--- src/rtl/histPkg.sv ---
package histPkg;

    // histogram geometry
    localparam int BinWidth   = 6;
    localparam int BinCount   = 1 << BinWidth;   // 64 bins
    localparam int CountWidth = 8;               // saturates at 255
    localparam int StampWidth = 10;              // bin = upper BinWidth bits

    // minimum peak-to-floor contrast for a detection
    localparam int ContrastMin = 4;

    typedef logic [BinWidth-1:0]   binT;
    typedef logic [CountWidth-1:0] countT;
    typedef logic [StampWidth-1:0] stampT;

    // controller phases
    typedef enum logic [2:0] {
        Idle,
        Clear,     // zero all bins
        Acquire,   // window open, read-modify-write per stamp
        Drain,     // let pending writes land
        Scan       // stream bins out
    } ctrlStateT;

endpackage

--- src/rtl/scanBus.sv ---
interface scanBus;

    logic          valid;   // one strobe per bin
    logic          last;    // with the beat of the final bin
    histPkg::binT   bin;
    histPkg::countT count;

    modport source (
        output valid,
        output last,
        output bin,
        output count
    );

    modport sink (
        input valid,
        input last,
        input bin,
        input count
    );

endinterface

--- src/rtl/floorFinder.sv ---
module floorFinder (
    input  logic           clk,
    input  logic           res,
    scanBus.sink           scan,
    output histPkg::countT floorCount
);

    logic firstBeat;
    logic takeBeat;

    assign firstBeat = (scan.bin == '0);   // bin 0 opens every scan

    // restart on first beat, otherwise only on a smaller count
    assign takeBeat = scan.valid && (firstBeat || scan.count < floorCount);

    always_ff @(posedge clk or negedge res) begin
        if (!res) begin
            floorCount <= '0;
        end else if (takeBeat) begin
            floorCount <= scan.count;
        end
    end

endmodule

--- src/rtl/histCtrl.sv ---
module histCtrl (
    input  logic          clk,
    input  logic          res,
    input  logic          start,
    input  logic          stop,
    input  logic          stampValid,
    input  histPkg::stampT stamp,
    output logic          acqOpen,
    output logic          busy,
    scanBus.source        scan
);

    histPkg::ctrlStateT state;
    histPkg::ctrlStateT nextState;

    histPkg::binT   addrCnt;     // clear and scan address
    logic           drainCnt;
    histPkg::binT   stampBin;

    // hit stage, read issued the cycle before
    logic           hitValid;
    histPkg::binT   hitBin;

    // copy of the last write for forwarding
    logic           fwdValid;
    histPkg::binT   fwdBin;
    histPkg::countT fwdCount;

    logic           we;
    histPkg::binT   waddr;
    histPkg::countT wdata;
    histPkg::binT   raddr;
    histPkg::countT rdata;
    histPkg::countT baseCount;
    histPkg::countT incCount;

    logic           scanValid;
    logic           scanLast;
    histPkg::binT   scanBin;
    logic           lastDly;
    logic           endBin;

    histRam ram (
        .clk   (clk),
        .we    (we),
        .waddr (waddr),
        .wdata (wdata),
        .raddr (raddr),
        .rdata (rdata)
    );

    assign stampBin = stamp[histPkg::StampWidth-1 -: histPkg::BinWidth];
    assign endBin   = (addrCnt == histPkg::binT'(histPkg::BinCount - 1));
    assign acqOpen  = (state == histPkg::Acquire);

    // previous hit on the same bin is not in the RAM yet
    assign baseCount = (fwdValid && fwdBin == hitBin) ? fwdCount : rdata;
    assign incCount  = (&baseCount) ? baseCount : baseCount + 1'b1;   // hold at max

    assign we    = (state == histPkg::Clear) || hitValid;
    assign waddr = (state == histPkg::Clear) ? addrCnt : hitBin;
    assign wdata = (state == histPkg::Clear) ? '0 : incCount;
    assign raddr = (state == histPkg::Scan) ? addrCnt : stampBin;

    always_comb begin
        nextState = state;
        case (state)
            histPkg::Idle:    if (start && !busy) nextState = histPkg::Clear;
            histPkg::Clear:   if (endBin) nextState = histPkg::Acquire;
            histPkg::Acquire: if (stop) nextState = histPkg::Drain;
            histPkg::Drain:   if (drainCnt) nextState = histPkg::Scan;
            histPkg::Scan:    if (endBin) nextState = histPkg::Idle;
            default:          nextState = histPkg::Idle;
        endcase
    end

    always_ff @(posedge clk or negedge res) begin
        if (!res) begin
            state    <= histPkg::Idle;
            addrCnt  <= '0;
            drainCnt <= 1'b0;
            busy     <= 1'b0;
            lastDly  <= 1'b0;
        end else begin
            state   <= nextState;
            lastDly <= scanLast;
            if (state == histPkg::Idle && start && !busy) begin
                busy <= 1'b1;
            end else if (lastDly) begin
                busy <= 1'b0;   // falls together with done
            end
            if (state == histPkg::Clear || state == histPkg::Scan) begin
                addrCnt <= addrCnt + 1'b1;   // wraps to 0 after bin 63
            end
            drainCnt <= (state == histPkg::Drain) ? ~drainCnt : 1'b0;
        end
    end

    // read-modify-write pipeline
    always_ff @(posedge clk or negedge res) begin
        if (!res) begin
            hitValid <= 1'b0;
            fwdValid <= 1'b0;
        end else begin
            hitValid <= acqOpen && stampValid;
            fwdValid <= we;
        end
    end

    always_ff @(posedge clk) begin
        hitBin   <= stampBin;
        fwdBin   <= waddr;
        fwdCount <= wdata;
    end

    // scan beat lines up with the RAM read data
    always_ff @(posedge clk or negedge res) begin
        if (!res) begin
            scanValid <= 1'b0;
            scanLast  <= 1'b0;
        end else begin
            scanValid <= (state == histPkg::Scan);
            scanLast  <= (state == histPkg::Scan) && endBin;
        end
    end

    always_ff @(posedge clk) begin
        scanBin <= addrCnt;
    end

    assign scan.valid = scanValid;
    assign scan.last  = scanLast;
    assign scan.bin   = scanBin;
    assign scan.count = rdata;

    noWriteInScan: assert property (
        @(posedge clk) disable iff (!res) (state == histPkg::Scan) |-> !we
    );

    // stream stops right after the final bin
    lastWithValid: assert property (
        @(posedge clk) disable iff (!res) scan.last |-> scan.valid ##1 !scan.valid
    );

endmodule

--- src/rtl/histRam.sv ---
module histRam (
    input  logic           clk,
    input  logic           we,
    input  histPkg::binT   waddr,
    input  histPkg::countT wdata,
    input  histPkg::binT   raddr,
    output histPkg::countT rdata
);

    histPkg::countT mem [histPkg::BinCount];

    // write port
    always_ff @(posedge clk) begin
        if (we) begin
            mem[waddr] <= wdata;
        end
    end

    // registered read, returns the old value on a same-cycle write
    always_ff @(posedge clk) begin
        rdata <= mem[raddr];
    end

endmodule

--- src/rtl/histTop.sv ---
module histTop (
    input  logic           clk,
    input  logic           res,
    input  logic           start,
    input  logic           stop,
    input  logic           stampValid,
    input  histPkg::stampT stamp,
    output logic           acqOpen,
    output logic           busy,
    output logic           done,
    output logic           detected,
    output histPkg::binT   peakBin,
    output histPkg::countT peakCount,
    output histPkg::countT floorCount
);

    scanBus scanIf ();

    histPkg::binT   runPeakBin;     // running values from the finders
    histPkg::countT runPeakCount;
    histPkg::countT runFloorCount;

    histCtrl ctrl (
        .clk        (clk),
        .res        (res),
        .start      (start),
        .stop       (stop),
        .stampValid (stampValid),
        .stamp      (stamp),
        .acqOpen    (acqOpen),
        .busy       (busy),
        .scan       (scanIf.source)
    );

    peakFinder peak (
        .clk       (clk),
        .res       (res),
        .scan      (scanIf.sink),
        .peakBin   (runPeakBin),
        .peakCount (runPeakCount)
    );

    floorFinder floor (
        .clk        (clk),
        .res        (res),
        .scan       (scanIf.sink),
        .floorCount (runFloorCount)
    );

    rangeResult result (
        .clk          (clk),
        .res          (res),
        .scan         (scanIf.sink),
        .peakBinIn    (runPeakBin),
        .peakCountIn  (runPeakCount),
        .floorCountIn (runFloorCount),
        .done         (done),
        .detected     (detected),
        .peakBin      (peakBin),
        .peakCount    (peakCount),
        .floorCount   (floorCount)
    );

endmodule

--- src/rtl/peakFinder.sv ---
module peakFinder (
    input  logic           clk,
    input  logic           res,
    scanBus.sink           scan,
    output histPkg::binT   peakBin,
    output histPkg::countT peakCount
);

    logic firstBeat;
    logic takeBeat;

    assign firstBeat = (scan.bin == '0);

    // strictly greater only, so the lowest bin keeps a tie
    assign takeBeat = scan.valid && (firstBeat || scan.count > peakCount);

    always_ff @(posedge clk or negedge res) begin
        if (!res) begin
            peakBin   <= '0;
            peakCount <= '0;
        end else if (takeBeat) begin
            peakBin   <= scan.bin;
            peakCount <= scan.count;
        end
    end

endmodule

--- src/rtl/rangeResult.sv ---
module rangeResult (
    input  logic           clk,
    input  logic           res,
    scanBus.sink           scan,
    input  histPkg::binT   peakBinIn,
    input  histPkg::countT peakCountIn,
    input  histPkg::countT floorCountIn,
    output logic           done,
    output logic           detected,
    output histPkg::binT   peakBin,
    output histPkg::countT peakCount,
    output histPkg::countT floorCount
);

    logic           lastSeen;   // finders hold the final beat now
    histPkg::countT contrast;

    assign contrast = peakCountIn - floorCountIn;

    always_ff @(posedge clk or negedge res) begin
        if (!res) begin
            lastSeen   <= 1'b0;
            done       <= 1'b0;
            detected   <= 1'b0;
            peakBin    <= '0;
            peakCount  <= '0;
            floorCount <= '0;
        end else begin
            lastSeen <= scan.valid && scan.last;
            done     <= lastSeen;
            if (lastSeen) begin
                detected   <= (contrast >= histPkg::countT'(histPkg::ContrastMin));
                peakBin    <= peakBinIn;
                peakCount  <= peakCountIn;
                floorCount <= floorCountIn;
            end
        end
    end

    floorBelowPeak: assert property (
        @(posedge clk) disable iff (!res) lastSeen |-> (floorCountIn <= peakCountIn)
    );

endmodule

--- config.mk ---
export PLATFORM = sky130hd
export DESIGN_NAME = histTop
export DESIGN_NICKNAME = d
export VERILOG_FILES = /design/src/rtl/histPkg.sv /design/src/rtl/scanBus.sv /design/src/rtl/floorFinder.sv /design/src/rtl/histCtrl.sv /design/src/rtl/histRam.sv /design/src/rtl/histTop.sv /design/src/rtl/peakFinder.sv /design/src/rtl/rangeResult.sv
export SDC_FILE = /design/constraint.sdc
export NUM_CORES = 1
export LEC_CHECK = 0
export ABC_AREA = 1
export ABC_CLOCK_PERIOD_IN_PS = 5000
export BUFFER_PORTS_ARGS = -buffer_cell sky130_fd_sc_hd__buf_2
export CAP_MARGIN = 15
export CORE_MARGIN = 2
export CORE_UTILIZATION = 40
export CTS_CLUSTER_DIAMETER = 80
export DETAILED_ROUTE_END_ITERATION = 7
export PLACE_DENSITY = 0.57
export SLEW_MARGIN = 30
export SYNTH_ARGS = -nofsm -noshare
export SYNTH_HDL_FRONTEND = slang
export SYNTH_SLANG_ARGS = --single-unit
--- constraint.sdc ---
create_clock -name clk -period 5 [get_ports clk]
set_clock_uncertainty 0.05 [all_clocks]
set_input_delay 1 -clock clk [delete_from_list [all_inputs] [get_ports clk]]
set_output_delay 1 -clock clk [all_outputs]
set_load 0.02 [all_outputs]
==> metrics.txt, run 1 <==
# TYPE chip_impl_metric gauge
chip_impl_metric{name="synth-edff-count",unit=""} 512
chip_impl_metric{name="portBuffers",unit=""} 36
chip_impl_metric{name="cts_htree_levels",unit=""} 2
chip_impl_metric{name="postRouteAntennaNets",unit=""} 0
chip_impl_metric{name="hold_violations",unit=""} 0
chip_impl_metric{name="clkLatencyLatePin",unit="ns"} 0.64
chip_impl_metric{name="synth_cell_types",unit=""} 40
chip_impl_metric{name="final_net_count",unit=""} 2641
chip_impl_info{name="critical_path_class",value="reg2reg"} 1
chip_impl_metric{name="wl",unit="um"} 63600
chip_impl_info{name="grt_setup_unrepaired",value="no"} 1
chip_impl_metric{name="cts-hold-fix-buffers",unit=""} 0
chip_impl_metric{name="synth_simple_gate_area_share",unit="%"} 20.9
chip_impl_metric{name="synthesis_warning_total",unit=""} 0
chip_impl_metric{name="highest_clock_rate",unit="MHz"} 276
chip_impl_metric{name="finish.instance_area",unit="sq um"} 29700
chip_impl_metric{name="internal_pwr_total",unit="uW"} 8200
chip_impl_metric{name="register_area_share_after_synthesis",unit="%"} 66.7
chip_impl_metric{name="finalCritPeriodShare",unit="%"} 72.5
chip_impl_metric{name="signed_area_change_from_the_synthesized_netlist_to_the_final_layout",unit="%"} 12.2
chip_impl_metric{name="synthAdderAreaFrac",unit="%"} 1.21
chip_impl_metric{name="cts.reportedPaths.clkPinSlew",unit="ns"} 0.06
chip_impl_metric{name="vias_in_the_first_global_route",unit=""} 17000
chip_impl_info{name="critical-path-top-cell-by-count",value="nand2_1"} 1
chip_impl_metric{name="initialDrtViolationCount",unit=""} 1470
chip_impl_info{name="result_of_the_run",value="complete, no violations"} 1
chip_impl_metric{name="syn-cell-area",unit="sq um"} 26400
chip_impl_metric{name="cts_resized",unit=""} 0
chip_impl_info{name="top_layer_used",value="met4"} 1
chip_impl_metric{name="dieWidth",unit="um"} 261
chip_impl_metric{name="viasPerCell",unit=""} 5.03
chip_impl_metric{name="cts_num_sinks",unit=""} 609
chip_impl_metric{name="dr_total_vias",unit=""} 17700
chip_impl_metric{name="power.sequential.fraction",unit="%"} 53.6
chip_impl_metric{name="first_pass_iters",unit=""} 5
chip_impl_info{name="crit_path_start_kind",value="flop"} 1
chip_impl_metric{name="power_density",unit="nW/um^2"} 342
chip_impl_metric{name="globalRouteTotalUtil",unit="%"} 18.9
chip_impl_metric{name="power.static_leakage",unit="uW"} 0.0122
chip_impl_metric{name="drc_errors",unit=""} 0
chip_impl_metric{name="routed_wire_length_per_instance",unit="um"} 18.1
chip_impl_metric{name="post_synth_mux_area_share",unit="%"} 0
chip_impl_metric{name="cts.repair_timing.setup_buffer_count",unit=""} 0
chip_impl_info{name="clock_tree.root_cell",value="clkbuf_16"} 1
chip_impl_info{name="timing.critical_path.to_type",value="flop"} 1
chip_impl_info{name="yosysMostFrequentCell",value="nand2_1"} 1
chip_impl_metric{name="synth_xor_xnor_area_share",unit="%"} 0.265
chip_impl_metric{name="top_level_ports",unit=""} 41
chip_impl_info{name="cts_tree",value="done"} 1
chip_impl_metric{name="num_antenna_cells",unit=""} 0
chip_impl_metric{name="tightest_slew",unit="ns"} 0.953
chip_impl_metric{name="cts-buffers-inserted",unit=""} 61
chip_impl_metric{name="bufs_and_invs_on_worst_path",unit=""} 3
chip_impl_metric{name="power.switching_fraction",unit="%"} 19.1
chip_impl_metric{name="met3_length",unit="um"} 4000
chip_impl_metric{name="place_hpwl",unit="um"} 37600
chip_impl_metric{name="vdd_ir_drop_max",unit="mV"} 0.257
chip_impl_metric{name="fin_tns_setup",unit="ns"} 0
chip_impl_metric{name="globalRoute.totalOverflow",unit=""} 0
chip_impl_metric{name="worst-endpoint-required",unit="ns"} 5.39
chip_impl_metric{name="synth_compound_gate_area_share",unit="%"} 3.82
chip_impl_metric{name="grt_start_max_net_pins",unit=""} 129
chip_impl_metric{name="timing.max_slew.rel_slack",unit="%"} 36.5
chip_impl_metric{name="yosys_register_bits",unit=""} 609
chip_impl_metric{name="drv_cap",unit=""} 0
chip_impl_info{name="largest_cells_by_area_after_synthesis",value="edfxtp_1 (58%), nand2_1 (12%), nand3_1 (6.7%)"} 1
chip_impl_info{name="yosys_most_used_dff",value="edfxtp_1"} 1
chip_impl_metric{name="grt_pass1_wl",unit="um"} 98200
chip_impl_metric{name="report.final.setup_viol",unit=""} 0
chip_impl_metric{name="placement.cell_area",unit="sq um"} 27600
chip_impl_metric{name="max-clock-path-buffers",unit=""} 3
chip_impl_metric{name="critical_path_peak_fanout",unit=""} 34
chip_impl_metric{name="gp_routability_congestion",unit=""} 0.868
chip_impl_metric{name="placedCellCount",unit=""} 3401
chip_impl_metric{name="yosys.area.top_type_share",unit="%"} 58.2
chip_impl_info{name="critPathSlowestCell",value="nor2_4"} 1
chip_impl_metric{name="switching_pwr",unit="uW"} 1940
chip_impl_metric{name="placeableCoreArea",unit="sq um"} 65600
chip_impl_metric{name="synth_async_sr_flop_share",unit="%"} 10.3
chip_impl_metric{name="final_cells",unit=""} 3515
chip_impl_info{name="synth.top_cells.by_count",value="nand2_1 (849), edfxtp_1 (512), nand3_1 (352)"} 1
chip_impl_metric{name="critical-path-max-stage-delay",unit="ns"} 0.67
chip_impl_info{name="worst_path_dominant_cell_family",value="simple AND/OR/NAND/NOR gates"} 1
chip_impl_info{name="synth_top_family_by_area",value="simple AND/OR/NAND/NOR gates"} 1
chip_impl_metric{name="maxSlewViolCount",unit=""} 0
chip_impl_metric{name="syn_nets",unit=""} 2620
chip_impl_metric{name="antenna_violations_before_repair",unit=""} 0
chip_impl_metric{name="register_to_register_setup_slack",unit="ns"} 1.38
chip_impl_info{name="path_cells",value="inv_1 -> nand2_1 -> nand2_1 -> nor2_1 -> nand2_1 -> nor2_4 -> nand2_1 -> o21ai_2 -> ha_1 -> nand3_1 -> nor2_1 -> nand2_1 -> clkinv_1 -> nor2_1 -> nor2_4 -> buf_4"} 1
chip_impl_info{name="synth_top_area_cell",value="edfxtp_1"} 1
chip_impl_metric{name="power.share.combinational",unit="%"} 0.5
chip_impl_metric{name="postSynthAreaPerCell",unit="sq um"} 10.2
chip_impl_metric{name="final.min_clock_period",unit="ns"} 3.62
chip_impl_metric{name="gate_count_post_synth",unit=""} 2580
chip_impl_metric{name="die_area",unit="sq um"} 68100
chip_impl_metric{name="placementRows",unit=""} 94
chip_impl_metric{name="drt-met1-wl",unit="um"} 27000
chip_impl_metric{name="relative_contribution_of_the_clock_network_to_total_power",unit="%"} 45.8
chip_impl_info{name="holdCritPathClass",value="in2async"} 1
chip_impl_metric{name="starting_density_of_the_core",unit="%"} 40.3
chip_impl_metric{name="wire_length_on_met2",unit="um"} 30400
chip_impl_metric{name="worst_ep_arrival_time",unit="ns"} 4.01
chip_impl_metric{name="dieHeight",unit="um"} 261
chip_impl_metric{name="fraction_of_final_layout_cells_sized_beyond_drive_strength_1",unit="%"} 7.81
worst paths after layout:
kind / depth (start not counted) / end / start
worst min register to register: 0 / ctrl.lastDly / ctrl.scan.last
worst max-delay path: 16 / ctrl.ram.mem[14][0] / ctrl.hitBin[2]
worst max register to register: 16 / ctrl.ram.mem[14][0] / ctrl.hitBin[2]
min in group clk: 0 / ctrl.lastDly / ctrl.scan.last
max in group asynchronous: 2 / floor.floorCount[2] / res
worst min-delay path: 1 / result.peakBin[2] / res
power groups by stage:
| stage | registers [uW] | clock network [uW] | logic [uW] |
|---|---|---|---|
| floorplan | 5540 | 0 | 28.6 |
| global placement | 5540 | 0 | 53.5 |
| detailed placement | 5540 | 0 | 54.4 |
| CTS | 5440 | 4740 | 54.6 |
| global route | 5430 | 4930 | 61.2 |
| finish | 5440 | 4640 | 54.6 |
per-layer routing:
layer	track usage [%]	vias to the layer above
met5	0	-
met4	7.48	0
met3	2.78	118
met2	31.8	538
met1	24.7	8450
li1	-	8589
layout make-up:
cell class	count	area, sq um
clock buffer	79	1710
clock inverter	34	344
fill	6020	36000
inverter	325	1220
multi-input combinational	1528	7060
sequential	609	17600
tap	864	1080
timing repair buffer	76	616
layout by cell type (no fill, tap or decap), drive strengths merged, types with 4 or more instances in the layout:
master	netlist	routed
nand2	852	852
clkinv	1	26
dfxtp	34	34
nor3	7	7
o21ai	110	110
nor4	7	7
nor2	97	97
ha	24	24
o211ai	33	33
edfxtp	512	512
o21bai	4	4
nand4	7	7
clkbuf	18	79
nand3	352	352
a21oi	19	19
dfrtp	63	63
inv	324	324
buf	100	76
xor2	6	6
bufinv	0	7
state kept, by name, summed over array words and instances, names as in the netlist, 3 cells and up:
register,count
ctrl.addrCnt,6
ctrl.fwdBin,6
ctrl.fwdCount,8
ctrl.hitBin,6
ctrl.ram.mem,512
ctrl.ram.rdata,8
ctrl.scan.bin,6
ctrl.state,3
floor.floorCount,8
peak.peakBin,6
peak.peakCount,8
result.floorCount,8
result.peakBin,6
result.peakCount,8
worst register-to-register path: cells and delay by family (launching register included):
kind / cells / cell delay, ns
AOI/OAI and AO/OA: 1 / 0.13
adders and majority gates: 1 / 0.28
buffers and inverters: 3 / 0.58
DFF: 1 / 0.36
and+or+nand+nor: 11 / 2.01
cell families after synthesis:
family | after synthesis
AOI/OAI and AO/OA | 170
xor gates and xnor gates | 8
adders and majority gates | 25
buffers and inverters | 443
DFF | 609
and+or+nand+nor | 1325
through the flow:
step,util (%),worst slack [ns],hold WS [ns],power (uW)
finish,45.2,1.38,0.333,10100
global route,45.2,1.03,0.364,10400
CTS,45.1,1.26,0.322,10200
detailed placement,42.0,1.34,0.333,5600
global placement,41.9,1.38,0.325,5600
floorplan,-,0.865,0.302,5570
(Power assumes the default switching activity.)
==> run 2: changes to the inputs <==
--- a/config.mk
+++ b/config.mk
@@ -6,7 +6,7 @@
 export NUM_CORES = 1
 export LEC_CHECK = 0
 export ABC_AREA = 1
-export ABC_CLOCK_PERIOD_IN_PS = 5000
+export ABC_CLOCK_PERIOD_IN_PS = 3500
 export BUFFER_PORTS_ARGS = -buffer_cell sky130_fd_sc_hd__buf_2
 export CAP_MARGIN = 15
 export CORE_MARGIN = 2
==> constraint.sdc (replaced) <==
create_clock -name clk -period 3.5 [get_ports clk]
set_clock_uncertainty 0.05 [all_clocks]
set_input_delay 0.7 -clock clk [delete_from_list [all_inputs] [get_ports clk]]
set_output_delay 0.7 -clock clk [all_outputs]
set_load 0.02 [all_outputs]
==> metrics.txt, run 2 (same netlist as run 1, synthesis figures left out) <==
# TYPE chip_impl_metric gauge
chip_impl_metric{name="vdd_ir_drop_max",unit="mV"} 0.299
chip_impl_metric{name="finish.instance_area",unit="sq um"} 30500
chip_impl_metric{name="num_antenna_cells",unit=""} 0
chip_impl_metric{name="viasPerCell",unit=""} 4.96
chip_impl_metric{name="grt_start_max_net_pins",unit=""} 66
chip_impl_metric{name="dieHeight",unit="um"} 261
chip_impl_metric{name="initialDrtViolationCount",unit=""} 1418
chip_impl_info{name="holdCritPathClass",value="in2async"} 1
chip_impl_info{name="crit_path_start_kind",value="flop"} 1
chip_impl_metric{name="placeableCoreArea",unit="sq um"} 65600
chip_impl_metric{name="maxSlewViolCount",unit=""} 0
chip_impl_metric{name="hold_violations",unit=""} 0
chip_impl_metric{name="antenna_violations_before_repair",unit=""} 0
chip_impl_info{name="result_of_the_run",value="complete, no violations"} 1
chip_impl_metric{name="final.min_clock_period",unit="ns"} 3.14
chip_impl_metric{name="routed_wire_length_per_instance",unit="um"} 17.6
chip_impl_info{name="timing.critical_path.to_type",value="flop"} 1
chip_impl_info{name="layout.cells.most_common_list",value="nand2_1 (849), edfxtp_1 (512), nand3_1 (352), inv_1 (315), buf_4 (97)"} 1
chip_impl_metric{name="globalRouteTotalUtil",unit="%"} 18.8
chip_impl_metric{name="power_density",unit="nW/um^2"} 484
chip_impl_info{name="most_common_cell_after_layout_fill_and_taps_aside",value="nand2_1"} 1
chip_impl_metric{name="rr_worst_depth",unit=""} 16
chip_impl_metric{name="preCtsSetupSlack",unit="ns"} 0.296
chip_impl_metric{name="dieWidth",unit="um"} 261
chip_impl_info{name="clock_tree.root_cell",value="clkbuf_16"} 1
chip_impl_metric{name="timing.max_slew.rel_slack",unit="%"} 37.5
chip_impl_metric{name="first_pass_iters",unit=""} 7
chip_impl_info{name="cts_tree",value="done"} 1
chip_impl_metric{name="globalRoute.totalOverflow",unit=""} 0
chip_impl_metric{name="placement.cell_area",unit="sq um"} 28300
chip_impl_metric{name="drc_errors",unit=""} 0
chip_impl_info{name="grt_setup_unrepaired",value="no"} 1
chip_impl_info{name="most_flops_register",value="ctrl.ram.mem"} 1
chip_impl_metric{name="fraction_of_final_layout_cells_sized_beyond_drive_strength_1",unit="%"} 10.7
chip_impl_info{name="r2r_start",value="ctrl.fwdBin[2]"} 1
chip_impl_metric{name="finalCritPeriodShare",unit="%"} 89.6
chip_impl_metric{name="signed_area_change_from_the_synthesized_netlist_to_the_final_layout",unit="%"} 15.3
chip_impl_metric{name="report.final.setup_viol",unit=""} 0
chip_impl_metric{name="cts.reportedPaths.clkPinSlew",unit="ns"} 0.06
chip_impl_info{name="critical_path_class",value="reg2reg"} 1
chip_impl_metric{name="final_net_count",unit=""} 2724
chip_impl_metric{name="finalHoldWorstSlack",unit="ns"} 0.104
chip_impl_metric{name="portBuffers",unit=""} 36
chip_impl_metric{name="die_area",unit="sq um"} 68100
chip_impl_metric{name="drv_cap",unit=""} 0
chip_impl_metric{name="tightest_slew",unit="ns"} 0.931
chip_impl_metric{name="layout_setup_ws",unit="ns"} 0.363
chip_impl_metric{name="placementRows",unit=""} 94
chip_impl_metric{name="cts-buffers-inserted",unit=""} 66
chip_impl_metric{name="starting_density_of_the_core",unit="%"} 40.3
chip_impl_metric{name="max-clock-path-buffers",unit=""} 3
chip_impl_metric{name="place_hpwl",unit="um"} 39500
chip_impl_metric{name="gp_routability_congestion",unit=""} 0.881
chip_impl_metric{name="grt_pass1_wl",unit="um"} 97500
chip_impl_metric{name="critical_path_peak_fanout",unit=""} 40
chip_impl_metric{name="worst-endpoint-required",unit="ns"} 3.86
chip_impl_metric{name="cts_num_sinks",unit=""} 609
chip_impl_metric{name="postRouteAntennaNets",unit=""} 0
chip_impl_metric{name="fin_tns_setup",unit="ns"} 0
chip_impl_metric{name="power.static_leakage",unit="uW"} 0.0127
chip_impl_metric{name="dr_total_vias",unit=""} 17800
chip_impl_metric{name="register_to_register_setup_slack",unit="ns"} 0.36
chip_impl_metric{name="cts_htree_levels",unit=""} 3
chip_impl_metric{name="top_level_ports",unit=""} 41
chip_impl_metric{name="vias_in_the_first_global_route",unit=""} 17300
chip_impl_metric{name="largest_reg_flops",unit=""} 512
chip_impl_metric{name="worst_ep_arrival_time",unit="ns"} 3.50
chip_impl_metric{name="clkLatencyLatePin",unit="ns"} 0.60
chip_impl_info{name="crit-reg2reg-capture",value="ctrl.ram.mem[2][0]"} 1
chip_impl_metric{name="wl",unit="um"} 63300
chip_impl_metric{name="highest_clock_rate",unit="MHz"} 319
chip_impl_metric{name="cts.repair_timing.setup_buffer_count",unit=""} 0
## run 2: layout make-up
cell class                 instances  area (sq um)
clock buffer                      83          1850
clock inverter                    32           298
fill                            6023         35200
inverter                         325          1220
multi-input combinational       1528          7050
sequential                       609         17600
tap                              864          1080
timing repair buffer             154          1330
## run 2: routing by layer
| metal | global-route usage [%] | up-vias | part of all wire, % |
|---|---|---|---|
| li1 | - | 8736 | - |
| met5 | 0 | - | 0 |
| met4 | 7.32 | 0 | 3.2 |
| met3 | 3.33 | 128 | 6.4 |
| met1 | 24.9 | 8431 | 43 |
| met2 | 30.8 | 541 | 47 |
## run 2: worst max-delay path: stages, from the launching register on
cell,delay [ns]
dfxtp_1,0.36
inv_1,0.07
nand2_1,0.06
nand2_1,0.05
nor2_1,0.11
nand2_1,0.15
nor2_4,0.25
nand2_1,0.10
o21ai_2,0.14
ha_2,0.28
nand3_1,0.12
nor2_2,0.15
nand2_1,0.12
clkinv_1,0.07
nor2_1,0.06
nor2_4,0.49
buf_12,0.30
## run 2: what timing repair did
item / 4_1_cts / 5_1_grt
endpoints found under the setup margin: 0 / 46
hold buffers: 0 / 0
gates resized for setup: 0 / 2
## run 2: metrics by stage
| stage | utilization, % | cells | total power (uW) |
|---|---|---|---|
| 2_1_floorplan | - | 2580 | 7960 |
| 3_3_place_gp | 43.1 | 3478 | 8000 |
| 3_5_place_dp | 43.1 | 3480 | 8000 |
| 4_1_cts | 46.4 | 3595 | 14900 |
| 5_1_grt | 46.4 | 3595 | 15200 |
| 6_report | 46.4 | 3595 | 14700 |
## run 2: worst max path at each step
| stage | start | end | slack (ns) | cells past startpoint |
|---|---|---|---|---|
| floorplan | ctrl.fwdBin[4] | ctrl.ram.mem[0][2] | 0.23 | 11 |
| global placement | ctrl.fwdBin[2] | ctrl.ram.mem[35][0] | 0.37 | 16 |
| detailed placement | ctrl.fwdBin[2] | ctrl.ram.mem[40][0] | 0.30 | 16 |
| CTS | ctrl.hitBin[0] | ctrl.ram.mem[55][0] | 0.25 | 16 |
| global route | ctrl.hitBin[3] | ctrl.ram.mem[34][0] | 0.03 | 16 |
| finish | ctrl.fwdBin[2] | ctrl.ram.mem[2][0] | 0.36 | 16 |
## run 2: where the power goes
group	internal (uW)	leakage (uW)	switching, uW	total, uW
clock	4110	0.00107	2780	6890
sequential	7760	0.00568	5.02	7770
combinational	17.0	0.00592	62.1	79.1
total	11900	0.0127	2850	14700
